`src/include/cpu_defs.svh`:
```
/*
 * Back-end constants: operation codes for loads, stores and writeback
 * sources, exception codes and the data RAM size.
 */
`ifndef CPU_DEFS_SVH
`define CPU_DEFS_SVH

// load kinds
`define LD_NONE   3'd0
`define LD_B      3'd1
`define LD_BU     3'd2
`define LD_H      3'd3
`define LD_HU     3'd4
`define LD_W      3'd5

// store kinds
`define ST_NONE   2'd0
`define ST_B      2'd1
`define ST_H      2'd2
`define ST_W      2'd3

// writeback sources
`define WB_ALU    2'd0
`define WB_LOAD   2'd1
`define WB_LINK   2'd2

// exception codes, all ones means no exception
`define EXC_NONE  5'h1f
`define EXC_ADEL  5'd4
`define EXC_ADES  5'd5
`define EXC_OV    5'd12

// word address width of the data RAM
`define DRAM_ADDR_W 10

`endif

```
`src/cpuPkg.sv`:
```
/*
 * Shared vector types of the memory back end.
 */
package cpuPkg;

    // data word or byte address
    typedef logic [31:0] word_t;

    typedef logic [4:0] regAddr_t;

    typedef logic [4:0] excCode_t;

    // load and store kinds and writeback source
    typedef logic [2:0] loadType_t;
    typedef logic [1:0] storeType_t;
    typedef logic [1:0] wbSel_t;

    // one enable per byte lane with lane 0 at bits 7:0
    typedef logic [3:0] byteEn_t;

endpackage

```
`src/mem2Reg.sv`:
```
/*
 * MEM to MEM2 pipeline register. Flush and reset load a bubble,
 * hold keeps the current instruction.
 */
`timescale 1ns/10ps
`include "cpu_defs.svh"

module mem2Reg (
    input  logic                        clk,
    input  logic                        rstN,
    input  logic                        flush,
    input  logic                        hold,
    input  cpuPkg::word_t               memAluOut,
    input  cpuPkg::word_t               memPc,
    input  cpuPkg::regAddr_t            memDst,
    input  cpuPkg::wbSel_t              memWbSel,
    input  logic                        memRegWrFinal,
    input  cpuPkg::excCode_t            memExcFinal,
    input  logic                        memInDelaySlot,
    input  cpuPkg::loadType_t           memLoadType,
    output cpuPkg::word_t               mem2AluOut,
    output cpuPkg::word_t               mem2Pc,
    output cpuPkg::regAddr_t            mem2Dst,
    output cpuPkg::wbSel_t              mem2WbSel,
    output logic                        mem2RegWr,
    output cpuPkg::excCode_t            mem2Exc,
    output logic                        mem2InDelaySlot,
    output cpuPkg::loadType_t           mem2LoadType
);

    // flush beats hold
    always_ff @(posedge clk) begin
        if (!rstN || flush) begin
            mem2AluOut      <= '0;
            mem2Pc          <= '0;
            mem2Dst         <= '0;
            mem2WbSel       <= `WB_ALU;
            mem2RegWr       <= 1'b0;
            mem2Exc         <= `EXC_NONE;
            mem2InDelaySlot <= 1'b0;
            mem2LoadType    <= `LD_NONE;
        end else if (!hold) begin
            mem2AluOut      <= memAluOut;
            mem2Pc          <= memPc;
            mem2Dst         <= memDst;
            mem2WbSel       <= memWbSel;
            mem2RegWr       <= memRegWrFinal;
            mem2Exc         <= memExcFinal;
            mem2InDelaySlot <= memInDelaySlot;
            mem2LoadType    <= memLoadType;
        end
    end

endmodule

```
`config.mk`:
```
export PLATFORM = sky130hd
export DESIGN_NAME = mem2Reg
export DESIGN_NICKNAME = d
export VERILOG_FILES = /design/src/cpuPkg.sv /design/src/mem2Reg.sv
export VERILOG_INCLUDE_DIRS = /design/src /design/src/include
export SDC_FILE = /design/constraint.sdc
export NUM_CORES = 1
export LEC_CHECK = 0
export ABC_AREA = 1
export BUFFER_PORTS_ARGS = -buffer_cell sky130_fd_sc_hd__buf_4
export CAP_MARGIN = 10
export CORE_UTILIZATION = 47
export DETAILED_ROUTE_END_ITERATION = 6
export GPL_TIMING_DRIVEN = 0
export PLACE_DENSITY = 0.88
export SYNTH_ARGS = -nofsm -noshare
export SYNTH_HDL_FRONTEND = slang
export SYNTH_SLANG_ARGS = --single-unit
```
`constraint.sdc`:
```
create_clock -name clk -period 1.8 [get_ports clk]
set_clock_uncertainty 0.15 [all_clocks]
set_input_delay 0.18 -clock clk [delete_from_list [all_inputs] [get_ports clk]]
set_output_delay 0.18 -clock clk [all_outputs]
set_load 0.05 [all_outputs]
```
# == After elaboration in Yosys (flattened, before gate mapping) ==
# Cells that the tools add are included.
# totals
regBits,81
latchBits,0
mem_bits_rw,0
romBits,0
inputBits,85
output_inout_bits,81
elab_cells,10
mem_count,0
# op_classes
addsub,0
n_mul,0
div_mod_pow,0
n_lt_le_gt_ge,0
eq_ne,0
n_shift,0
mux,0
bitwise_logic,0
n_reduce_logical,2
# ops
cell,count
$logic_not A1 Y1,1
$logic_or A1 B1 Y1,1

# == Logic depth before layout (Yosys ltp) ==
# logic_depth
ltp_word,2
ltp_mapped,5
depth_no_buf,4

# == Least setup slack after synthesis ==
# No wires, ideal clock.
# synth_path
path_type,reg2reg
startpoint,"reg, netlist name mem2Pc[25]"
endpoint,reg mem2Pc[25]
setup_time_ps,67
arrival_time_ps,863
required_ps,1583
slack_ps,720
path_stages_with_launch,3
n_path_buf,0
synth_period_minus_slack_ps,1080
path_cell_list,dfxtp_1 > nand2_1 > a21oi_2
# synth_lines
element,line,source
end signal: assignment,mem2Reg.sv:44,mem2Pc <= memPc;
end: declaration,mem2Reg.sv:22,"output cpuPkg::word_t mem2Pc,"

# == Worst setup path after layout ==
# layout_path
startpoint,reg mem2AluOut[0]
endpoint,out mem2AluOut[0]
# layout_lines
element,line,source
start: declaration,mem2Reg.sv:21,"output cpuPkg::word_t mem2AluOut,"
start signal: assignment,mem2Reg.sv:43,mem2AluOut <= memAluOut;
# No word-level cell between the ends.

==> key figures <==
Timing
  • Crit share post-route: 70.7%
  • Hold WS: -1.28 ps
  • Post-layout min period: 1270 ps
  • Relative slew slack: 67.3%
  • Max-slew violation count: 0
  • Fmax: 0.786 GHz
  • Final-report hold violation count: 1
  • RSZ-0062 raised after global routing: false
  • Setup TNS: 0 ps
  • Final setup fails: 0
  • Slew at the pin closest to its max-slew limit: 490 ps

Run status
  • Violated checks: negative hold slack
  • Status: finished, violations left

Detailed routing
  • Drt total wl: 10700 um
  • Final ANT Viol Nets: 0
  • Vias/cell: 4.97
  • Avg WL per Cell: 15.5 um
  • DRC violations left: 0
  • Drt first pass iters: 4
  • Vias post-DR: 3412
  • Detailed router's first-iteration violation count: 153

Synth
  • FF+latch count, synth: 81
  • Syn Std Cell Area: 3030 um^2
  • Syn_area_per_cell: 8.59 um^2
  • Cell count after synthesis: 353
  • Synth cell types: 11
  • Register area share after synthesis: 53.5%
  • Count of synthesis-stage warnings from yosys: 0
  • Mapped Nets: 438

Power
  • Lkg Pwr: 2.39 nW
  • Pwr per Cell Area: 756 nW/um^2
  • VDD IR max: 514 uV
  • Switching power: 1.14 mW
  • Tot Pwr: 4.04 mW
  • Internal: 2.90 mW
  • Clock power frac: 32.2%
  • Gate power share: 21.2%
  • Share of power burned in registers: 46.6%
  • Switching share of total power: 28.2%

Clock tree
  • Longest Clk Path Bufs: 2
  • Cts bufs inserted: 9
  • Root buf cell: clkbuf_8
  • Clock Latency Late Sink: 360 ps
  • Clock slew seen by the registers of the worst setup and hold paths: 80 ps
  • CTS tree: done
  • Clk sinks: 81
  • Htree depth: 3
  • # Post-CTS Setup Buffers: 0

Finish
  • FF/Latch Area: 1620 um^2
  • Area used by multi-input combinational logic: 1150 um^2
  • Most common cell after layout, fill and taps aside: buf_4
  • Layout area overhead: 76.2%
  • Fraction of layout cells with a size suffix above 1: 39.0%
  • Fillers: 275
  • Final nets: 693
  • Most frequent cells in the layout: buf_4, nand2_1, dfxtp_1, dlygate4sd3_1, a21oi_1
  • Final instance area: 5340 um^2

Worst setup path
  • Critical-path cell list: buf_4
  • Critical path required time: 1470 ps
  • Data arrival, critical path: 940 ps
  • Worst r2r src: mem2Pc[24]
  • CP Class: register to primary output
  • Crit-path slowest cell: dfxtp_1
  • R2R Path End: mem2Pc[24]
  • Setup crit end kind: primary output
  • Worst reg-to-reg path cell count: 2
  • Crit start category: register
  • Buffers & Inverters on Critical Path: 1
  • Crit path max-delay family: flip-flops
  • FF-to-FF setup slack: 900 ps
  • Worst path max stage delay: 370 ps
  • Critical path peak fanout: 2

Worst hold path
  • Worst hold stages: 3
  • Hold Crit Start: hold
  • HP Class: primary input to register
  • WHS Endpoint: mem2AluOut[28]

Run
  • Max_cap viols: 0

Global routing
  • GR Overflow Total: 0
  • Total Routing Usage GR: 32.2%
  • First-pass GRT wire length: 16000 um
  • Initial antenna violation count: 1
  • Largest net degree at the start of global routing: 13
  • Vias in the first global route: 3551

Floorplan
  • Die ar.: 6780 um^2
  • Io pins: 166
  • Initial Utilization: 50.0%
  • Cell Rows: 28
  • Die Ht: 82.3 um
  • Core box area: 6060 um^2
  • Die span in x: 82.3 um

Placement
  • Post-DP HPWL: 5860 um
  • PortBufs: 164
  • Placed Instance Area: 4360 um^2
  • Gpl congestion: 0.821
-- worst max-delay path by stage --
stage	startpoint	endpoint	slack (ps)	cells after the start
6_report	mem2AluOut[0]	mem2AluOut[0]	530	1
5_1_grt	mem2Pc[24]	mem2Pc[24]	510	1
4_1_cts	mem2AluOut[12]	mem2AluOut[12]	540	1
3_5_place_dp	rstN	mem2Pc[19]	580	4
3_3_place_gp	rstN	mem2Pc[19]	620	4
2_1_floorplan	mem2Pc[25]	mem2Pc[25]	720	2
-- synthesized netlist by cell type --
master / instances / share of area (%)
inv_8: 1 / 0.37
clkbuf_1: 4 / 0.49
a21oi_1: 44 / 7.3
dfxtp_1: 81 / 53
nand2_2: 6 / 1.2
a21oi_2: 32 / 9.2
inv_1: 2 / 0.25
buf_4: 3 / 0.74
nand2_1: 157 / 19
buf_6: 18 / 6.7
nand3_1: 5 / 0.82
-- registers in the layout, indices dropped and copies added, names as in the netlist --
register	flops
mem2LoadType	3
mem2AluOut	32
mem2Pc	32
mem2WbSel	2
mem2RegWr	1
mem2Exc	5
mem2Dst	5
mem2InDelaySlot	1
-- timing repair --
action / 4_1_cts / 5_1_grt
endpoints found under the hold margin: 80 / 0
resized for setup: 0 / 0
hold buffers: 80 / 0
-- per-layer routing --
metal  GRT usage (%)  routed length (um)  vias up
met4            19.8                 357        0
met3            8.02                 740       34
met5               0                   0        -
met2            60.6                5620      166
met1            31.3                3950     1580
li1                -                   -     1632
-- logic make-up after synthesis --
family	count (synthesis)	synth area share, %
AOI/OAI and AO/OA	76	16.5
DFF	81	53.5
and+or+nand+nor	168	21.5
buffers and inverters	28	8.54
-- cell type report --
cell class | instances | area share [%]
sequential | 81 | 30.3
buffer | 25 | 4.50
antenna | 1 | 0.0468
timing repair buffer | 244 | 38.0
clock buffer | 10 | 2.58
tap | 75 | 1.76
clock inverter | 4 | 0.843
multi-input combinational | 244 | 21.6
inverter | 3 | 0.351
-- power groups by stage --
stage	logic [mW]	clock network, mW	registers, mW
after global placement	0.680	0	1.92
after CTS	0.833	1.29	1.88
after detailed placement	0.691	0	1.92
after floorplan	0.211	0	2.12
final	0.856	1.30	1.88
after global routing	0.903	1.37	1.89
-- per-stage QoR --
stage	util (%)	instances	hold slack, ps	setup slack [ps]
floorplan	-	353	156	720
CTS	88.1	686	0.992	540
detailed placement	71.9	592	251	575
global placement	71.9	592	247	615
global route	88.2	687	0.578	509
finish	88.2	687	-1.28	527
No activity file was read; power rests on OpenSTA's default activity.
