## src/include/cpu_defs.svh

```systemverilog
/*
 * Back-end constants: operation codes for loads, stores and writeback
 * sources, exception codes and the data RAM size.
 */
`ifndef CPU_DEFS_SVH
`define CPU_DEFS_SVH

// load kinds
`define LD_NONE   3'd0
`define LD_B      3'd1
`define LD_BU     3'd2
`define LD_H      3'd3
`define LD_HU     3'd4
`define LD_W      3'd5

// store kinds
`define ST_NONE   2'd0
`define ST_B      2'd1
`define ST_H      2'd2
`define ST_W      2'd3

// writeback sources
`define WB_ALU    2'd0
`define WB_LOAD   2'd1
`define WB_LINK   2'd2

// exception codes, all ones means no exception
`define EXC_NONE  5'h1f
`define EXC_ADEL  5'd4
`define EXC_ADES  5'd5
`define EXC_OV    5'd12

// word address width of the data RAM
`define DRAM_ADDR_W 10

`endif

```

## src/cpuPkg.sv

```systemverilog
/*
 * Shared vector types of the memory back end.
 */
package cpuPkg;

    // data word or byte address
    typedef logic [31:0] word_t;

    typedef logic [4:0] regAddr_t;

    typedef logic [4:0] excCode_t;

    // load and store kinds and writeback source
    typedef logic [2:0] loadType_t;
    typedef logic [1:0] storeType_t;
    typedef logic [1:0] wbSel_t;

    // one enable per byte lane with lane 0 at bits 7:0
    typedef logic [3:0] byteEn_t;

endpackage

```

## src/loadAlign.sv

```systemverilog
/*
 * MEM2-stage load alignment. Picks the addressed byte or halfword of the
 * RAM word and extends it by load kind.
 */
`timescale 1ns/10ps
`include "cpu_defs.svh"

module loadAlign (
    input  logic [1:0]                  mem2AluOut,
    input  cpuPkg::loadType_t           mem2LoadType,
    input  cpuPkg::word_t               ramRdData,
    output cpuPkg::word_t               loadData
);

    logic [7:0]  byteLane;
    logic [15:0] halfLane;

    // lane select from the low address bits
    always_comb begin
        case (mem2AluOut)
            2'd0:    byteLane = ramRdData[7:0];
            2'd1:    byteLane = ramRdData[15:8];
            2'd2:    byteLane = ramRdData[23:16];
            default: byteLane = ramRdData[31:24];
        endcase
    end

    assign halfLane = mem2AluOut[1] ? ramRdData[31:16] : ramRdData[15:0];

    always_comb begin
        case (mem2LoadType)
            `LD_B:   loadData = {{24{byteLane[7]}}, byteLane};
            `LD_BU:  loadData = {24'd0, byteLane};
            `LD_H:   loadData = {{16{halfLane[15]}}, halfLane};
            `LD_HU:  loadData = {16'd0, halfLane};
            // full word, also the don't-care case of non-loads
            default: loadData = ramRdData;
        endcase
    end

endmodule

```

## config.mk

```make
export PLATFORM = sky130hd
export DESIGN_NAME = loadAlign
export DESIGN_NICKNAME = d
export VERILOG_FILES = /design/src/cpuPkg.sv /design/src/loadAlign.sv
export VERILOG_INCLUDE_DIRS = /design/src /design/src/include
export SDC_FILE = /design/constraint.sdc
export NUM_CORES = 1
export LEC_CHECK = 0
export BUFFER_PORTS_ARGS = -buffer_cell sky130_fd_sc_hd__buf_2
export CAP_MARGIN = 40
export CORE_MARGIN = 3
export CORE_UTILIZATION = 35
export DETAILED_ROUTE_END_ITERATION = 16
export PLACE_DENSITY = 0.63
export SETUP_SLACK_MARGIN = 0.2
export SYNTH_ARGS = -nofsm -noshare
export SYNTH_HDL_FRONTEND = slang
export SYNTH_SLANG_ARGS = --single-unit
```

## constraint.sdc

```tcl
create_clock -name vclk -period 4.8
set_input_delay 0.96 -clock vclk [all_inputs]
set_output_delay 0.96 -clock vclk [all_outputs]
set_load 0.02 [all_outputs]
```

Yosys cells after proc, flatten, opt, wreduce, memory -nomap -nowiden. Cells that the tools add are included.

Flip-flop bits (word level): 0. Input bits: 37. Output and inout port bits: 32. Logic and storage cells: 10.

Equality and inequality tests: 6. Mux-type cells: 3. Reduce and logical (&&, ||, !) cells: 1.

Operators by type and width (number): $pmux 32 s4 (1); $pmux 8 s3 (1); $mux 16 (1); $eq 3x2->1 const B (2); $eq 3x1->1 const B (1); $eq 3x3->1 const B (1); $eq 2x1->1 const B (1); $eq 2x2->1 const B (1); $logic_not 2->1 (1).

Logic depth before layout (Yosys ltp). Gate-level depths: netlist of run 1.

Word-level depth: 3. Gate-level depth with buffers: 7. Depth with buffers taken out: 4.

Worst setup path before layout of run 1. OpenSTA, ideal clock, no wires.

Path type: in2out. From: input mem2LoadType[1]. To: output loadData[5]. Arrival: 2.370 ns. Required time: 3.840 ns. Path slack: 1.470 ns. Stages on the path: 6. Path buffers: 2. Path through: clkbuf_2 buf_2 o21bai_1 a2bb2oi_1 o211ai_1 a311oi_1.

Longest elaborated chain between the ends: 2. Elaborated cells on any way between the ends: 5. Those cells by class: eq/ne (4); mux (1).

Ends and longest elaborated chain: from (decl) (line loadAlign.sv:10) `input cpuPkg::loadType_t mem2LoadType,`; $eq 3x3->1, or another cell as far along (line loadAlign.sv:31) `case (mem2LoadType)`; $pmux 32 s4 (*) (line loadAlign.sv:31); to (decl) (line loadAlign.sv:12) `output cpuPkg::word_t loadData`.

Mark *: on every way between the ends. The rest lies on a longest branch, timed or not.

Worst setup path in the final report of run 1.
From: input mem2AluOut[1]. To: output loadData[9].

Longest elaborated chain between the ends: 3. Elaborated cells on any way between the ends: 6. Those cells by class: eq/ne (2); mux (3); reduce/logical (1).

Ends and longest elaborated chain: from (decl) (line loadAlign.sv:9) `input logic [1:0] mem2AluOut,`; $eq 2x2->1, or another cell as far along (line loadAlign.sv:20) `case (mem2AluOut)`; $pmux 8 s3 (line loadAlign.sv:20); $pmux 32 s4 (*) (line loadAlign.sv:31).

Marked as above.

==> implementation parameters, run 1 <==
Parameter                              Value

Status
  Run status    complete, no violations

Clock network
  Resize count post-CTS    0
  Post-CTS setup repair buffer count    0
  Hold-fix buffer count after cts    0

Synth
  Area of the mapped netlist    0.00128 sq mm
  Post-synthesis cell type with the largest combined area    mux4_2
  Average size of a mapped cell    7.01 sq um
  Gate Count Post-Synth    182
  Most repeated cell in the gate-level netlist after synthesis    o21ai_0
  Number of warning messages in the yosys log    0
  Share of synthesized area occupied by flip-flops and latches    0
  Proportion of netlist area held by the largest area contributor    0.106
  Leading cell types by count after synthesis    23 x o21ai_0, 18 x a21oi_1, 16 x a22oi_1
  Cell variety after synth    46
  Total nets after synthesis    219
  Most area-consuming cells after synthesis    mux4_2 11%, a22oi_1 9.4%, o21ai_0 9.0%

Detailed routing
  Number of vias in the routed layout    1596
  Antenna Nets Post-Route    0
  Via-per-instance ratio    5.74
  First-pass DRT Iterations    4
  Count of routing violations after the opening detailed-route iteration    83
  Wire length after detailed routing    4.20 mm
  Residual DRC    0
  Average detailed-routed wire length per instance    15.1 microns

Global route
  Initial antenna violation count    0
  GR Util All Layers    0.190
  Pin count of the biggest net entering global routing    45
  Vias in the first global route    1428
  Wire length of the first global-routing pass    6.87 mm
  Sum of overflow across all layers after global routing    0

Timing
  Final max-slew violation count    0
  Fin crit share    0.752
  Setup violations, final    0
  Hold slack    2.25 ns
  Max_slew headroom    0.551
  Achievable clock frequency    277 MHz
  Setup_tns    0 ns
  Min Tclk post-route    3.61 ns
  RSZ-0062 raised after global routing    no
  Worst Max-Slew Pin Slew    0.673 ns
  Endpoints failing hold    0

Floorplan
  Number of rows created at floorplan    21
  Effective utilization at floorplan    0.374
  Area of the core    0.00342 sq mm
  Die Footprint    0.00441 sq mm
  Die height    66.4 microns
  I/O pin cnt    69
  Horizontal die dimension    66.4 microns

Worst setup path
  Critical path's slowest cell    mux4_2
  Most used cell along the critical path    buf_2
  Kind of capture point of the worst setup path    output port
  Series of cell instances along the critical path    buf_2 -> mux4_2 -> o21bai_4 -> o221ai_1 -> buf_2
  Startpoint Class    input port
  Peak fanout along the critical path    28
  Data required time of the worst path    3.84 ns
  Critical setup path kind    in -> out
  Data arrival time at the worst-slack endpoint    2.65 ns
  Largest incremental delay on the critical path    0.59 ns

Final layout
  Ant diodes    0
  Area delta synth->final    22.4%
  Count of sequential standard cells    0
  Fraction of final layout cells sized beyond drive strength 1    0.349
  Count of clock buffers in the final design    0
  Area used by sequential logic in the layout    0 sq um
  # nets final    271

Pwr
  Peak VDD IR    0.0407 mV
  Power density relative to cell area    132 mW/mm^2
  Final total power    207 uW
  P_leak    0.000712 uW

Placement
  Final weighted congestion of routability-driven global placement    0.770
  Quantity of I/O buffers inserted on ports    69
  HPWL reported at the end of detailed placement    3.07 mm

Flow run
  Total of max-cap violations    0

Worst hold path
  Hold Crit Class    in -> out
-- layer usage --
| metal | track usage | up-vias | wire (microns) | part of all wire |
|---|---|---|---|---|
| met5 | 0 | - | 0 | 0 |
| met4 | 0.0152 | 0 | 32 | 0.0076 |
| met3 | 0.00680 | 4 | 198 | 0.047 |
| met2 | 0.311 | 55 | 1930 | 0.46 |
| met1 | 0.285 | 725 | 2040 | 0.49 |
| li1 | - | 812 | - | - |
-- path summary, 6_finish.rpt --
kind | start | to | slack, ns | cells after the start
setup / recovery | mem2AluOut[1] | loadData[9] | 1.19 | 5
hold / removal | ramRdData[1] | loadData[1] | 2.25 | 3
-- cells by family after synthesis --
kind of cell | count (synthesis) | share of synthesized area
AO/OA/AOI/OAI | 101 | 0.523
AND/OR/NAND/NOR | 41 | 0.197
buffers and inverters | 30 | 0.130
multiplexers | 10 | 0.150
-- area by class of cell --
cell class,instances,area [sq um]
timing repair buffer,71,360
fill,380,1850
inverter,9,33.8
multi-input combinational,152,1110
tap,46,57.6
-- metrics by stage --
stage | area, sq um | utilization | setup slack (ns) | std cells
2_1_floorplan | 1280 | - | 1.47 | 182
3_3_place_gp | 1550 | 0.453 | 1.02 | 276
3_5_place_dp | 1560 | 0.457 | 1.19 | 278
4_1_cts | 1560 | 0.457 | 1.19 | 278
5_1_grt | 1560 | 0.457 | 1.01 | 278
6_report | 1560 | 0.457 | 1.19 | 278
-- worst max-delay path: cells and delay by family --
kind            cells  cell delay, ns
buf+inv             2            0.60
mux                 1            0.59
compound gates      2            0.49
-- power breakdown --
part	total, uW	internal (uW)	switching [uW]
combinational	207	81.1	126
sequential	0	0	0
clock	0	0	0
-- cells in the final DEF, fill, tap and decap left out, types with 2 or more instances in the layout --
cell type  Yosys  routed
buf_2          6      69
o21ai_0       23      23
a21oi_1       18      18
a22oi_1       16      16
nand2_1       14      14
nor2b_1       11      11
o21ai_1       10      10
inv_1          8       8
o221ai_1       8       8
mux4_2         6       6
a22o_1         6       6
a21o_1         6       6
nand2b_1       3       3
mux2i_1        3       3
and3b_1        2       2
nor4bb_1       2       2
buf_4          2       2
Power figures use the tool's default switching activity.
==> inputs of run 2 (changes only) <==
--- a/config.mk
+++ b/config.mk
@@ -11,7 +11,7 @@
 export CORE_MARGIN = 3
 export CORE_UTILIZATION = 35
 export DETAILED_ROUTE_END_ITERATION = 16
-export PLACE_DENSITY = 0.63
+export PLACE_DENSITY = 0.66
 export SETUP_SLACK_MARGIN = 0.2
 export SYNTH_ARGS = -nofsm -noshare
 export SYNTH_HDL_FRONTEND = slang
==> constraint.sdc (replaced) <==
create_clock -name vclk -period 3.21
set_input_delay 0.642 -clock vclk [all_inputs]
set_output_delay 0.642 -clock vclk [all_outputs]
set_load 0.02 [all_outputs]
==> run 2 against run 1 <==
Wire length rose by 3.3%. Die area stayed put. Via count grew 3.6%. Worst setup slack worse by 0.77 ns. Sequential cell count stayed put. Critical path type unchanged. Highest routed layer is now met3.
==> implementation parameters, run 2 (same netlist as run 1, synthesis figures left out) <==
Parameter                              Value

Final layout
  Area used by sequential logic in the layout    0 sq um (unchanged)
  Most frequent cells in the layout    69 x buf_2, 23 x o21ai_0, 18 x a21oi_1, 16 x a22oi_1, 14 x nand2_1 (unchanged)
  Count of clock buffers in the final design    0 (unchanged)
  Total of fill cells in the finished design    376 (was 380)
  Count of sequential standard cells    0 (unchanged)
  Leading cell type in the layout, fill and taps excluded    buf_2 (unchanged)
  # nets final    280 (was 271)
  Area delta synth->final    27.6% (was 22.4%)
  Fraction of final layout cells sized beyond drive strength 1    0.373 (was 0.349)
  Ant diodes    0 (unchanged)

Pwr
  Final total power    319 uW (was 207 uW)
  Power density relative to cell area    196 mW/mm^2 (was 132 mW/mm^2)
  Peak VDD IR    0.0615 mV (was 0.0407 mV)
  P_leak    0.000756 uW (was 0.000712 uW)

Worst hold path
  Hold Path Origin    ramRdData[1] (unchanged)
  Worst hold path cell count    3 (unchanged)
  Hold Crit Class    in -> out (unchanged)
  Worst Hold End    loadData[1] (unchanged)

Worst setup path
  Data required time of the worst path    2.57 ns (was 3.84 ns)
  Most used cell along the critical path    buf_2 (unchanged)
  Largest incremental delay on the critical path    0.70 ns (was 0.59 ns)
  Peak fanout along the critical path    18 (was 28)
  Series of cell instances along the critical path    buf_2 -> mux4_2 -> o21bai_4 -> o221ai_1 -> buf_2 (unchanged)
  Kind of capture point of the worst setup path    output port (unchanged)
  Startpoint Class    input port (unchanged)
  Critical path's slowest cell    mux4_2 (unchanged)
  Data arrival time at the worst-slack endpoint    2.14 ns (was 2.65 ns)
  Critical setup path kind    in -> out (unchanged)

Timing
  Setup_tns    0 ns (unchanged)
  Hold slack    1.62 ns (was 2.25 ns)
  RSZ-0062 raised after global routing    no (unchanged)
  Worst Max-Slew Pin Slew    0.512 ns (was 0.673 ns)
  Setup violations, final    0 (unchanged)
  Max_slew headroom    0.654 (was 0.551)
  Achievable clock frequency    359 MHz
  Min Tclk post-route    2.79 ns
  Final max-slew violation count    0 (unchanged)
  Endpoints failing hold    0 (unchanged)
  Fin crit share    0.868

Floorplan
  Number of rows created at floorplan    21 (unchanged)
  Horizontal die dimension    66.4 microns (unchanged)
  I/O pin cnt    69 (unchanged)
  Area of the core    0.00342 sq mm (unchanged)
  Die Footprint    0.00441 sq mm (unchanged)
  Die height    66.4 microns (unchanged)
  Effective utilization at floorplan    0.374 (unchanged)

Global route
  Vias in the first global route    1420 (was 1428)
  Sum of overflow across all layers after global routing    0 (unchanged)
  Wire length of the first global-routing pass    6.97 mm (was 6.87 mm)
  GR Util All Layers    0.193 (was 0.190)
  Initial antenna violation count    0 (unchanged)
  Pin count of the biggest net entering global routing    44 (was 45)

Placement
  Final weighted congestion of routability-driven global placement    0.793 (was 0.770)
  Quantity of I/O buffers inserted on ports    69 (unchanged)
  HPWL reported at the end of detailed placement    3.30 mm (was 3.07 mm)

Detailed routing
  Wire length after detailed routing    4.34 mm (was 4.20 mm)
  Antenna Nets Post-Route    0 (unchanged)
  Number of vias in the routed layout    1653 (was 1596)
  Average detailed-routed wire length per instance    15.1 microns (about the same)
  Count of routing violations after the opening detailed-route iteration    133 (was 83)
  First-pass DRT Iterations    4 (unchanged)
  Via-per-instance ratio    5.76 (was 5.74)
  Residual DRC    0 (unchanged)

Status
  Run status    complete, no violations (unchanged)

Clock network
  Resize count post-CTS    0 (unchanged)
  Hold-fix buffer count after cts    0 (unchanged)
  Post-CTS setup repair buffer count    0 (unchanged)

Flow run
  Total of max-cap violations    0 (unchanged)
## run 2: cell count changes in the layout (fill, tap and decap cells not counted)
cell,previous run,this run
buf_4,2,11
## run 2: metrics by stage
stage                     instance area [sq um]   util  instances  setup slack [ns]
after global routing                       1630  0.477        287             0.280
after floorplan                            1280      -        182             0.516
final                                      1630  0.477        287             0.425
after detailed placement                   1630  0.477        287             0.418
after global placement                     1620  0.475        286             0.403
after CTS                                  1630  0.477        287             0.417
## run 2: layout make-up
cell class	instances	area, sq um	share of cell area
Multi-Input combinational cell	152	1110	0.681
Tap cell	46	57.6	0.0353
Timing Repair Buffer	80	428	0.263
Inverter	9	33.8	0.0207
## run 2: worst max-delay path, delay by kind of cell
family,cells,cell delay (ns)
multiplexers,1,0.70
AO/OA/AOI/OAI,2,0.48
buffers and inverters,2,0.31
## run 2: routing by layer
| layer | GRT usage | wire length (microns) | vias up |
|---|---|---|---|
| met1 | 0.296 | 2040 | 780 |
| li1 | - | - | 832 |
| met3 | 0 | 204 | 0 |
| met2 | 0.318 | 2090 | 41 |
| met5 | 0 | 0 | - |
| met4 | 0 | 0 | 0 |
## run 2: worst max-delay path by stage
stage                          startpoint           end  slack (ns)  depth (start not counted)
final                       mem2AluOut[0]   loadData[9]        0.42                          5
after global routing      mem2LoadType[2]   loadData[5]        0.28                          7
after CTS                 mem2LoadType[2]   loadData[5]        0.42                          7
after detailed placement  mem2LoadType[2]   loadData[5]        0.42                          7
after global placement    mem2LoadType[2]  loadData[30]        0.40                          6
after floorplan           mem2LoadType[1]   loadData[5]        0.52                          6
## run 2: power breakdown
| part | internal (uW) | switching (uW) | leakage, uW |
|---|---|---|---|
| clock | 0 | 0 | 0 |
| sequential | 0 | 0 | 0 |
| combinational | 129 | 190 | 0.000756 |
| total | 129 | 190 | 0.000756 |
