<file path="config.mk">
export PLATFORM = sky130hd
export DESIGN_NAME = storeAlign
export DESIGN_NICKNAME = d
export VERILOG_FILES = /design/src/cpuPkg.sv /design/src/storeAlign.sv
export VERILOG_INCLUDE_DIRS = /design/src /design/src/include
export SDC_FILE = /design/constraint.sdc
export NUM_CORES = 1
export LEC_CHECK = 0
export BUFFER_PORTS_ARGS = -buffer_cell sky130_fd_sc_hd__buf_4
export CAP_MARGIN = 20
export CORE_MARGIN = 5
export CORE_UTILIZATION = 32
export DETAILED_ROUTE_END_ITERATION = 6
export PLACE_DENSITY = 0.91
export RECOVER_POWER = 100
export SLEW_MARGIN = 25
export SYNTH_ARGS = -nofsm -noshare
export SYNTH_HDL_FRONTEND = slang
export SYNTH_SLANG_ARGS = --single-unit
</file>
<file path="constraint.sdc">
create_clock -name vclk -period 2.3
set_input_delay 0.23 -clock vclk [all_inputs]
set_output_delay 0.23 -clock vclk [all_outputs]
set_load 0.02 [all_outputs]
</file>
<file path="src/include/cpu_defs.svh">
/*
 * Back-end constants: operation codes for loads, stores and writeback
 * sources, exception codes and the data RAM size.
 */
`ifndef CPU_DEFS_SVH
`define CPU_DEFS_SVH

// load kinds
`define LD_NONE   3'd0
`define LD_B      3'd1
`define LD_BU     3'd2
`define LD_H      3'd3
`define LD_HU     3'd4
`define LD_W      3'd5

// store kinds
`define ST_NONE   2'd0
`define ST_B      2'd1
`define ST_H      2'd2
`define ST_W      2'd3

// writeback sources
`define WB_ALU    2'd0
`define WB_LOAD   2'd1
`define WB_LINK   2'd2

// exception codes, all ones means no exception
`define EXC_NONE  5'h1f
`define EXC_ADEL  5'd4
`define EXC_ADES  5'd5
`define EXC_OV    5'd12

// word address width of the data RAM
`define DRAM_ADDR_W 10

`endif

</file>
<file path="src/cpuPkg.sv">
/*
 * Shared vector types of the memory back end.
 */
package cpuPkg;

    // data word or byte address
    typedef logic [31:0] word_t;

    typedef logic [4:0] regAddr_t;

    typedef logic [4:0] excCode_t;

    // load and store kinds and writeback source
    typedef logic [2:0] loadType_t;
    typedef logic [1:0] storeType_t;
    typedef logic [1:0] wbSel_t;

    // one enable per byte lane with lane 0 at bits 7:0
    typedef logic [3:0] byteEn_t;

endpackage

</file>
<file path="src/storeAlign.sv">
/*
 * MEM-stage store alignment. Checks load and store alignment, merges the
 * result with an incoming exception, and forms RAM byte enables and lanes.
 */
`timescale 1ns/10ps
`include "cpu_defs.svh"

module storeAlign (
    input  cpuPkg::word_t               memAluOut,
    input  cpuPkg::word_t               memStoreData,
    input  cpuPkg::storeType_t          memStoreType,
    input  cpuPkg::loadType_t           memLoadType,
    input  cpuPkg::excCode_t            memExcIn,
    input  logic                        memRegWr,
    input  logic                        hold,
    input  logic                        flush,
    output logic                        ramWe,
    output cpuPkg::byteEn_t             ramByteEn,
    output logic [`DRAM_ADDR_W-1:0]     ramAddr,
    output cpuPkg::word_t               ramWrData,
    output cpuPkg::excCode_t            memExcFinal,
    output logic                        memRegWrFinal
);

    cpuPkg::excCode_t excNew;
    logic             excAny;

    // misalignment detection
    always_comb begin
        excNew = `EXC_NONE;
        if ((memLoadType == `LD_H || memLoadType == `LD_HU) && memAluOut[0]) begin
            excNew = `EXC_ADEL;
        end
        if (memLoadType == `LD_W && memAluOut[1:0] != 2'b00) begin
            excNew = `EXC_ADEL;
        end
        if (memStoreType == `ST_H && memAluOut[0]) begin
            excNew = `EXC_ADES;
        end
        if (memStoreType == `ST_W && memAluOut[1:0] != 2'b00) begin
            excNew = `EXC_ADES;
        end
    end

    // an exception from an earlier stage wins
    assign memExcFinal   = (memExcIn != `EXC_NONE) ? memExcIn : excNew;
    assign excAny        = (memExcFinal != `EXC_NONE);
    assign memRegWrFinal = memRegWr && !excAny;

    assign ramWe   = (memStoreType != `ST_NONE) && !excAny && !hold && !flush;
    assign ramAddr = memAluOut[`DRAM_ADDR_W+1:2];

    // lane replication and byte enables
    always_comb begin
        case (memStoreType)
            `ST_B: begin
                ramByteEn = 4'b0001 << memAluOut[1:0];
                ramWrData = {4{memStoreData[7:0]}};
            end
            `ST_H: begin
                ramByteEn = memAluOut[1] ? 4'b1100 : 4'b0011;
                ramWrData = {2{memStoreData[15:0]}};
            end
            `ST_W: begin
                ramByteEn = 4'b1111;
                ramWrData = memStoreData;
            end
            default: begin
                ramByteEn = 4'b0000;
                ramWrData = memStoreData;
            end
        endcase
    end

endmodule

</file>
# Word level (Yosys, flattened, before mapping)
# Cells that the tools add are included.
# op_classes
n_reduce_logical,14
muxes,8
n_eq_ne,8
shift,1
# op_table
operator,n
one-hot mux 32 bit (2 select lines),1
2-to-1 mux 5 bit,5
one-hot mux 4 bit (3 select lines),1
!= test 5 bit (second input constant),2
logical AND 1 bit,8
== test 3 bit (second input constant),2
== test 2 bit (second input constant),2
2-to-1 mux 4 bit,1
nonzero test 2 bit,2
left shift 1 x 2 -> 4 bit (first input constant),1
== test 3 x 2 -> 1 bit (second input constant),1
logical NOT 1 bit,3
== test 2 x 1 -> 1 bit (second input constant),1
logical OR 1 bit,1
# totals
inputBits,77
output_inout_bits,53
ff_bits,0
wordCells,31

# Longest topological paths before layout
# Gate-level depths: netlist of the first run.
# logic_depth
depth_word,13
depth_mapped,6
depth_no_buf,5

# Least setup slack after synthesis of the first run
# OpenSTA, ideal clock, no wires.
# synth_path
kind,input -> output
startpoint,in memStoreType[0]
endpoint,out ramWe
required_time_ns,2.070
cell_stages,4
path_slack_ns,0.800
n_path_buf,0
arrival_time_ns,1.270
path_cell_list,inv_1 -> ha_1 -> or3_1 -> nor4_2
# synth_via
elab_chain_len,10
elab_cells_between_ends,13
cone_classes,eq/ne (3); mux (3); reduce/logical (7)
# synth_lines
item,line,rtl
start: declaration,storeAlign.sv:11,"input cpuPkg::storeType_t memStoreType,"
== test 2 bit,--,
logical AND 1 bit,storeAlign.sv:37,if (memStoreType == `ST_H && memAluOut[0]) begin
2-to-1 mux 5 bit,storeAlign.sv:37,
2-to-1 mux 5 bit,storeAlign.sv:40,if (memStoreType == `ST_W && memAluOut[1:0] != 2'b00) begin
2-to-1 mux 5 bit,storeAlign.sv:46,assign memExcFinal = (memExcIn != `EXC_NONE) ? memExcIn : excNew;
!= test 5 bit (no source line),--,
logical NOT 1 bit,storeAlign.sv:50,assign ramWe = (memStoreType != `ST_NONE) && !excAny && !hold && !flush;
logical AND 1 bit (*) (3 in a row),storeAlign.sv:50,
end: declaration,storeAlign.sv:17,"output logic ramWe,"
# Mark *: on every way between the ends. The rest lies on a longest branch, timed or not.

# Worst setup path after layout of the first run
# layout_path
startpoint,in memStoreType[0]
endpoint,out ramWrData[15]
# layout_via
elab_chain_len,2
elab_cells_between_ends,3
cone_classes,eq/ne (2); mux (1)
# layout_lines
item,line,rtl
== test 2 bit or == test 2 x 1 -> 1 bit (tied branches),storeAlign.sv:55,case (memStoreType)
one-hot mux 32 bit (2 select lines) (*),storeAlign.sv:55,
end: declaration,storeAlign.sv:20,"output cpuPkg::word_t ramWrData,"
# Marks and branches as above.

==> impl_metrics.csv, run 1 <==
group,metric,value,unit
routing,wl_per_cell,13.8,um
final_layout,multi_input_area,549,um^2
power_and_ir_drop,power_density,297,nW/um^2
final_layout,drive_above_1_share,34.6,%
place,gp_congestion,0.847,
timing,final.period_utilization,84.3,%
logic_synthesis,syn_inst,124,
grt,top_usage_layer,"met2",
place,place_area,1340,um^2
grt,antenna_found_initial,0,
routing,postRouteAntennaNets,0,
timing,tightest_slew,0.420,ns
outcome,status,"finished clean",
logic_synthesis,synth_nets,205,
timing,hold_viol,0,
timing,finalSetupTns,0,ns
power_and_ir_drop,p_sw,213,uW
routing,detail_route.vias_per_cell,5.00,
power_and_ir_drop,switching_share,59.1,%
power_and_ir_drop,p_leak,0.613,nW
floorplanning,dieHeight,59.5,um
power_and_ir_drop,clkPwrFrac,0,%
timing,setup_viol,0,
timing,rsz0062_at_grt,"no",
flow_run,cap_viol_max_count,0,
grt,grt_pass1_vias,984,
floorplanning,start_util,32.6,%
floorplanning,core_area,2410,um^2
final_layout,n_antenna_cell,0,
grt,overflow,0,
final_layout,stdcell_count,221,
hold_path,hp-class,"primary input to primary output",
grt,grt_usage,15.9,%
final_layout,final_core_util,50.4,%
logic_synthesis,synthesis.area,785,um^2
clocking,cts_resized,0,
routing,first_pass_iters,4,
floorplanning,dieArea,3540,um^2
setup_path,critPathCaptureType,"primary output",
power_and_ir_drop,intPower,148,uW
grt,gr-usage-met3,2.40,%
place,place_ws,0.521,ns
grt,met1_usage,18.4,%
logic_synthesis,yosysWarnings,0,
final_layout,final-seq-area,0,um^2
setup_path,critPathLaunchType,"primary input",
final_layout,final_common_cell,"buf_4",
timing,relSlewSlack,72.0,%
setup_path,crit_arrival,1.71,ns
setup_path,required,2.07,ns
final_layout,nClkBuffers,0,
grt,grt_max_degree,25,
grt,use_met2,30.0,%
place,dp_hpwl,2.56,mm
routing,dr_total_vias,1106,
place,dp_cells,221,
clocking,cts_setup_buffers,0,
final_layout,seq_cells,0,
final_layout,area_growth,54.7,%
final_layout,fin_area,1210,um^2
power_and_ir_drop,pwr-share-comb,100.0,%
timing,timing.hold.ws,0.460,ns
setup_path,worstSetupPathType,"primary input to primary output",
timing,timing.final.ws_setup,0.362,ns
timing,slew_viol_final,0,
logic_synthesis,ys_seq_area_share,0,%
power_and_ir_drop,irDropWorstVdd,0.000143,V
logic_synthesis,synthDistinctLibCells,29,
final_layout,n_fill_cell,270,
routing,drtIter0Drc,38,
final_layout,nNetsFinal,274,
floorplanning,pin_count,130,
grt,grt_pass1_wl,4.58,mm
routing,wl,3.06,mm
routing,drc,0,
clocking,hold_buffers,0,
setup_path,worstPathMaxFanout,10,
place,io_buffer_count,90,
power_and_ir_drop,power,361,uW
logic_synthesis,syn_avg_cell_area,6.33,um^2
timing,fin_crit,1.94,ns
floorplanning,die_width,59.5,um
timing,fmax,516,MHz
final_layout,final_cell_mix,"60 x buf_4, 34 x clkbuf_1, 13 x inv_1",
floorplanning,rows,18,
power_and_ir_drop,pwr-share-seq,0,%
[power groups by stage]
stage	combinational, mW	sequential [mW]	clock, mW
final	0.361	0	0
after global routing	0.390	0	0
after CTS	0.405	0	0
after detailed placement	0.404	0	0
after global placement	0.399	0	0
after floorplan	0.243	0	0
[worst paths after layout]
path,from,to,depth (start not counted)
max,memStoreType[0],ramWrData[15],7
min,memAluOut[3],ramAddr[1],0
[worst max-delay path, stage by stage]
cell and delay, ns:
buf_4 0.12, inv_1 0.07, ha_1 0.22, clkbuf_1 0.37, nand2b_1 0.37, a22o_1 0.19, buf_4 0.14
[routing by layer]
| metal | vias to the layer above | share of wire, % |
|---|---|---|
| li1 | 559 | - |
| met1 | 494 | 36 |
| met2 | 47 | 54 |
| met3 | 6 | 9.1 |
| met4 | 0 | 1.0 |
| met5 | - | 0 |
[layout make-up]
cell class | instances | share of cell area [%]
Tap cell | 30 | 3.09
Inverter | 13 | 4.02
Multi-Input combinational cell | 84 | 45.3
Timing Repair Buffer | 94 | 47.6
[cells in the mapped netlist]
master	instances	area share, %
o2bb2ai_1	3	3.3
or3_1	1	0.80
o21ai_0	2	1.3
a22oi_1	8	7.7
nor4b_2	1	1.9
and2_1	1	0.80
nor2b_1	1	0.80
clkbuf_1	2	0.96
nand3b_1	1	0.96
nand2b_1	1	0.80
nand2_2	1	0.80
and4_2	1	1.3
inv_1	13	6.2
nand3_1	3	1.9
nand4b_1	2	2.2
a22o_1	8	8.9
a41oi_1	1	1.1
o22ai_1	8	6.4
buf_4	19	18
ha_1	4	6.4
nand3_2	1	1.3
a21oi_1	12	7.7
nand2_1	10	4.8
nor2_1	11	5.3
buf_6	1	1.4
buf_2	5	3.2
a21o_1	1	0.96
nor4_2	1	1.6
o21ai_2	1	1.1
[cells by family (layout without fill, tap and decap cells)]
| kind of cell | count (synthesis) | after routing | share of synthesized area (%) |
|---|---|---|---|
| compound gates | 44 | 44 | 38.4 |
| fa+ha+maj | 4 | 4 | 6.38 |
| buf+inv | 40 | 107 | 30.0 |
| simple gates | 36 | 36 | 25.2 |
Power figures use the tool's default switching activity.
==> run 2, diff against run 1 <==
- ABC_AREA: default -> 1
- CORE_UTILIZATION: 32 -> 29
- PLACE_DENSITY: 0.91 -> 0.84
- clock period: 2.3 -> 1.9 ns (I/O delays scaled with it)
==> run 2 against run 1 <==
Effect of this change:
- critical endpoint is now ramWrData[16]
- largest power group unchanged
- critical path depth down 1
- synthesized area down 0.96%
- final cell count up 15%
- first-iteration DRC count down 2.6%
- clock-buffer cell count unchanged
- wire length down 11%
- worst hold slack worse by 0.080 ns
- sequential cell count unchanged
- critical path type unchanged
- die area up 7.7%
==> impl_metrics.csv, run 2 <==
group,metric,value,unit
outcome,status,"finished clean",
power_and_ir_drop,switching_share,61.3,%
timing,finalSetupTns,0,ns
place,io_buffer_count,90,
logic_synthesis,synthesis.area,777,um^2
logic_synthesis,syn_avg_cell_area,5.01,um^2
setup_path,slowest_stage,"ha_1",
setup_path,path_buf_inv,3,
grt,overflow,0,
grt,grt_usage,13.2,%
logic_synthesis,synthDistinctLibCells,17,
timing,tightest_slew,0.653,ns
clocking,cts_resized,0,
setup_path,critPathCaptureType,"primary output",
logic_synthesis,synth_top_area_share,22.2,%
power_and_ir_drop,pwr-share-seq,0,%
grt,grt_pass1_vias,948,
timing,rsz0062_at_grt,"no",
clocking,cts_setup_buffers,0,
final_layout,seq_cells,0,
setup_path,crit_chain,"buf_4, inv_1, ha_1, o21ai_1, o22ai_1, clkbuf_1",
power_and_ir_drop,pwr-share-comb,100.0,%
routing,postRouteAntennaNets,0,
power_and_ir_drop,p_leak,0.739,nW
routing,detail_route.vias_per_cell,4.30,
clocking,hold_buffers,0,
floorplanning,die_width,61.8,um
final_layout,final-seq-area,0,um^2
place,dp_hpwl,2.43,mm
final_layout,nNetsFinal,307,
final_layout,n_antenna_cell,0,
power_and_ir_drop,intPower,149,uW
final_layout,area_growth,54.9,%
timing,slew_viol_final,0,
power_and_ir_drop,p_sw,237,uW
power_and_ir_drop,power_density,321,nW/um^2
logic_synthesis,synthTopCellsByArea,"inv_1 22%, buf_4 17%, o22ai_1 13%",
final_layout,final_cell_mix,"51 x buf_4, 47 x inv_1, 33 x clkbuf_1",
hold_path,hp-class,"primary input to primary output",
power_and_ir_drop,irDropWorstVdd,0.000185,V
power_and_ir_drop,clkPwrFrac,0,%
floorplanning,pin_count,130,
floorplanning,start_util,30.8,%
grt,grt_pass1_wl,4.01,mm
logic_synthesis,syn_inst,155,
timing,fmax,600,MHz
floorplanning,rows,18,
timing,final.period_utilization,87.6,%
place,place_area,1350,um^2
final_layout,fin_area,1200,um^2
setup_path,critPathLaunchType,"primary input",
logic_synthesis,synth_top_area_cell,"inv_1",
floorplanning,core_area,2520,um^2
timing,hold_viol,0,
routing,wl_per_cell,10.7,um
floorplanning,dieHeight,61.8,um
logic_synthesis,synth_commonest_cells,"46 x inv_1, 18 x buf_4, 17 x nand2_1, 17 x o21ai_0, 16 x o22ai_1",
place,gp_congestion,0.748,
timing,setup_viol,0,
routing,drtIter0Drc,37,
timing,fin_crit,1.67,ns
setup_path,crit_family,"compound AO/OA/AOI/OAI gates",
grt,grt_max_degree,28,
logic_synthesis,ys_seq_area_share,0,%
final_layout,nClkBuffers,0,
floorplanning,dieArea,3810,um^2
logic_synthesis,synth_nets,236,
setup_path,worstPathMaxFanout,8,
setup_path,max_stage_delay,0.40,ns
timing,relSlewSlack,56.2,%
grt,antenna_found_initial,0,
routing,first_pass_iters,4,
logic_synthesis,yosysWarnings,0,
final_layout,final_common_cell,"buf_4",
setup_path,worstSetupPathType,"primary input to primary output",
flow_run,cap_viol_max_count,0,
final_layout,stdcell_count,254,
logic_synthesis,yosysMostFrequentCell,"inv_1",
routing,drc,0,
setup_path,required,1.71,ns
setup_path,crit_arrival,1.48,ns
final_layout,drive_above_1_share,28.1,%
routing,dr_total_vias,1091,
place,dp_cells,254,
final_layout,final_core_util,47.7,%
routing,wl,2.73,mm
run 2: changes by cell type in the layout (fill, tap and decap cells not counted), sizes merged, moves of 2 or more:
cell,delta
a21oi,-8
a22o,-8
a22oi,-8
a31oi,+2
buf,-9
clkbuf,+6
inv,+36
nand2,+10
nand4b,-2
nor3,+2
o21ai,+15
o22ai,+8
o2bb2ai,-3
run 2: path summary, 6_finish.rpt:
kind | from | endpoint | slack [ns] | depth (start not counted)
worst max-delay path | memStoreType[0] | ramWrData[16] | 0.23 | 6
worst min-delay path | memAluOut[4] | ramAddr[2] | 0.38 | 0
run 2: per-stage QoR:
| stage | setup WS [ns] | hold slack [ns] | power [mW] |
|---|---|---|---|
| 6_report | 0.235 | 0.380 | 0.386 |
| 5_1_grt | 0.0794 | 0.380 | 0.424 |
| 4_1_cts | 0.207 | 0.380 | 0.450 |
| 3_5_place_dp | 0.210 | 0.380 | 0.450 |
| 3_3_place_gp | 0.226 | 0.380 | 0.446 |
| 2_1_floorplan | 0.376 | 0.493 | 0.268 |
run 2: power groups by stage:
stage          logic [mW]  clock network [mW]  registers (mW)
2_1_floorplan       0.268                   0               0
3_3_place_gp        0.446                   0               0
3_5_place_dp        0.450                   0               0
4_1_cts             0.450                   0               0
5_1_grt             0.424                   0               0
6_report            0.386                   0               0
run 2: cell type report:
type,count,area [um^2]
Timing Repair Buffer,91,542
Inverter,50,188
Tap cell,30,37.5
Fill cell,306,1320
Multi-Input combinational cell,83,437
run 2: kinds of logic (layout without fill, tap and decap cells):
family                     count (synthesis)  in the layout  share of synthesized area [%]
buffers and inverters                     72            141                           43.5
AOI/OAI and AO/OA                         40             40                           28.7
adders and majority gates                  4              4                           6.44
and+or+nand+nor                           39             39                           21.4
run 2: layer usage:
metal | vias to the layer above | track usage, % | routed length (um)
met3 | 4 | 0.620 | 224
met2 | 40 | 25.3 | 1440
met4 | 0 | 1.21 | 17
li1 | 600 | - | -
met1 | 447 | 16.6 | 1040
met5 | - | 0 | 0
==> run 3, diff against run 2 <==
- CELL_PAD_IN_SITES_DETAIL_PLACEMENT: default -> 0
- CELL_PAD_IN_SITES_GLOBAL_PLACEMENT: default -> 1
- CORE_UTILIZATION: 29 -> 15
- PLACE_DENSITY: 0.84 -> default
- PLACE_DENSITY_LB_ADDON: default -> 0.1
==> run 3 against run 2 <==
Effect of this change:
- fmax decreased by 3.2%
- global-route usage down 4.4 points
- critical path depth grew 2
- critical endpoint is now ramWrData[15]
- highest routed layer is now met3
==> impl_metrics.csv, run 3 (synthesis gave the netlist of run 2 again) <==
group,metric,value,unit
timing,tightest_slew,0.455,ns
grt,overflow,0,
routing,drtIter0Drc,11,
setup_path,crit_top_cell,"inv_1",
floorplanning,core_area,5070,um^2
final_layout,nNetsFinal,307,
final_layout,seq_cells,0,
floorplanning,dieArea,6720,um^2
setup_path,slowest_stage,"ha_1",
clocking,cts_resized,0,
power_and_ir_drop,power_density,315,nW/um^2
flow_run,cap_viol_max_count,0,
routing,met3RoutedLength,514,um
final_layout,final-seq-area,0,um^2
final_layout,final_common_cell,"buf_4",
grt,grt_max_degree,33,
timing,setup_viol,0,
hold_path,hp-class,"primary input to primary output",
timing,timing.hold.ws,0.380,ns
setup_path,worstPathMaxFanout,8,
routing,drc,0,
floorplanning,dieHeight,82.0,um
floorplanning,start_util,15.3,%
grt,grt_pass1_wl,4.85,mm
hold_path,hp-start,"memAluOut[4]",
floorplanning,pin_count,130,
grt,grt_usage,8.71,%
final_layout,area_growth,63.4,%
final_layout,n_antenna_cell,0,
routing,dr_total_vias,1144,
final_layout,final_cell_mix,"52 x buf_4, 47 x inv_1, 25 x clkbuf_1",
timing,finalSetupTns,0,ns
power_and_ir_drop,irDropWorstVdd,0.0000973,V
routing,wl,3.20,mm
routing,first_pass_iters,4,
routing,detail_route.vias_per_cell,3.89,
timing,relSlewSlack,69.6,%
grt,antenna_found_initial,0,
grt,grt_pass1_vias,1102,
timing,fmax,581,MHz
clocking,cts_setup_buffers,0,
place,dp_hpwl,2.75,mm
setup_path,crit_arrival,1.53,ns
floorplanning,die_width,82.0,um
routing,wl_per_cell,10.9,um
routing,dr_wl_met2,1.49,mm
setup_path,crit_family,"buffers and inverters",
timing,hold_viol,0,
final_layout,drive_above_1_share,32.1,%
timing,slew_viol_final,0,
setup_path,worstSetupPathType,"primary input to primary output",
final_layout,nClkBuffers,0,
place,io_buffer_count,90,
outcome,status,"finished clean",
timing,fin_crit,1.72,ns
setup_path,worstSetupStartpoint,"memStoreType[1]",
setup_path,critPathCaptureType,"primary output",
setup_path,required,1.71,ns
setup_path,max_stage_delay,0.29,ns
routing,wl_met1,1.20,mm
setup_path,crit_chain,"buf_4, inv_1, ha_1, inv_1, o22ai_1, nand2_1, o21ai_0, clkbuf_1",
setup_path,path_buf_inv,4,
routing,top_layer,"met3",
timing,final.period_utilization,90.5,%
clocking,hold_buffers,0,
routing,postRouteAntennaNets,0,
power_and_ir_drop,p_leak,0.765,nW
timing,rsz0062_at_grt,"no",
floorplanning,rows,26,
place,gp_congestion,0.703,
final_layout,final_core_util,25.0,%
setup_path,critPathLaunchType,"primary input",
-- run 3: layout make-up --
type | count | area [um^2]
Inverter | 50 | 188
Tap cell | 70 | 87.6
Fill cell | 646 | 3800
Timing Repair Buffer | 91 | 554
Multi-Input combinational cell | 83 | 440
-- run 3: stage by stage --
step	instances	instance area, um^2	power (mW)	worst slack, ns
after floorplan	155	777	0.268	0.376
after global placement	294	1400	0.464	0.0797
after detailed placement	294	1400	0.458	0.0882
after CTS	294	1400	0.460	0.0816
after global routing	294	1270	0.444	0.00863
final	294	1270	0.400	0.180
-- run 3: final timing paths --
kind / endpoint / slack [ns] / cells after the start
min: ramAddr[2] / 0.38 / 0
max: ramWrData[15] / 0.18 / 8
-- run 3: power by group --
| part | internal [mW] | switching [mW] | total (mW) |
|---|---|---|---|
| logic | 0.156 | 0.244 | 0.400 |
| registers | 0 | 0 | 0 |
| clock network | 0 | 0 | 0 |
-- run 3: metal layers --
layer	vias up	GRT usage, %
met3	0	4.28
li1	600	-
met1	489	10.5
met4	0	0
met2	55	14.9
met5	-	0
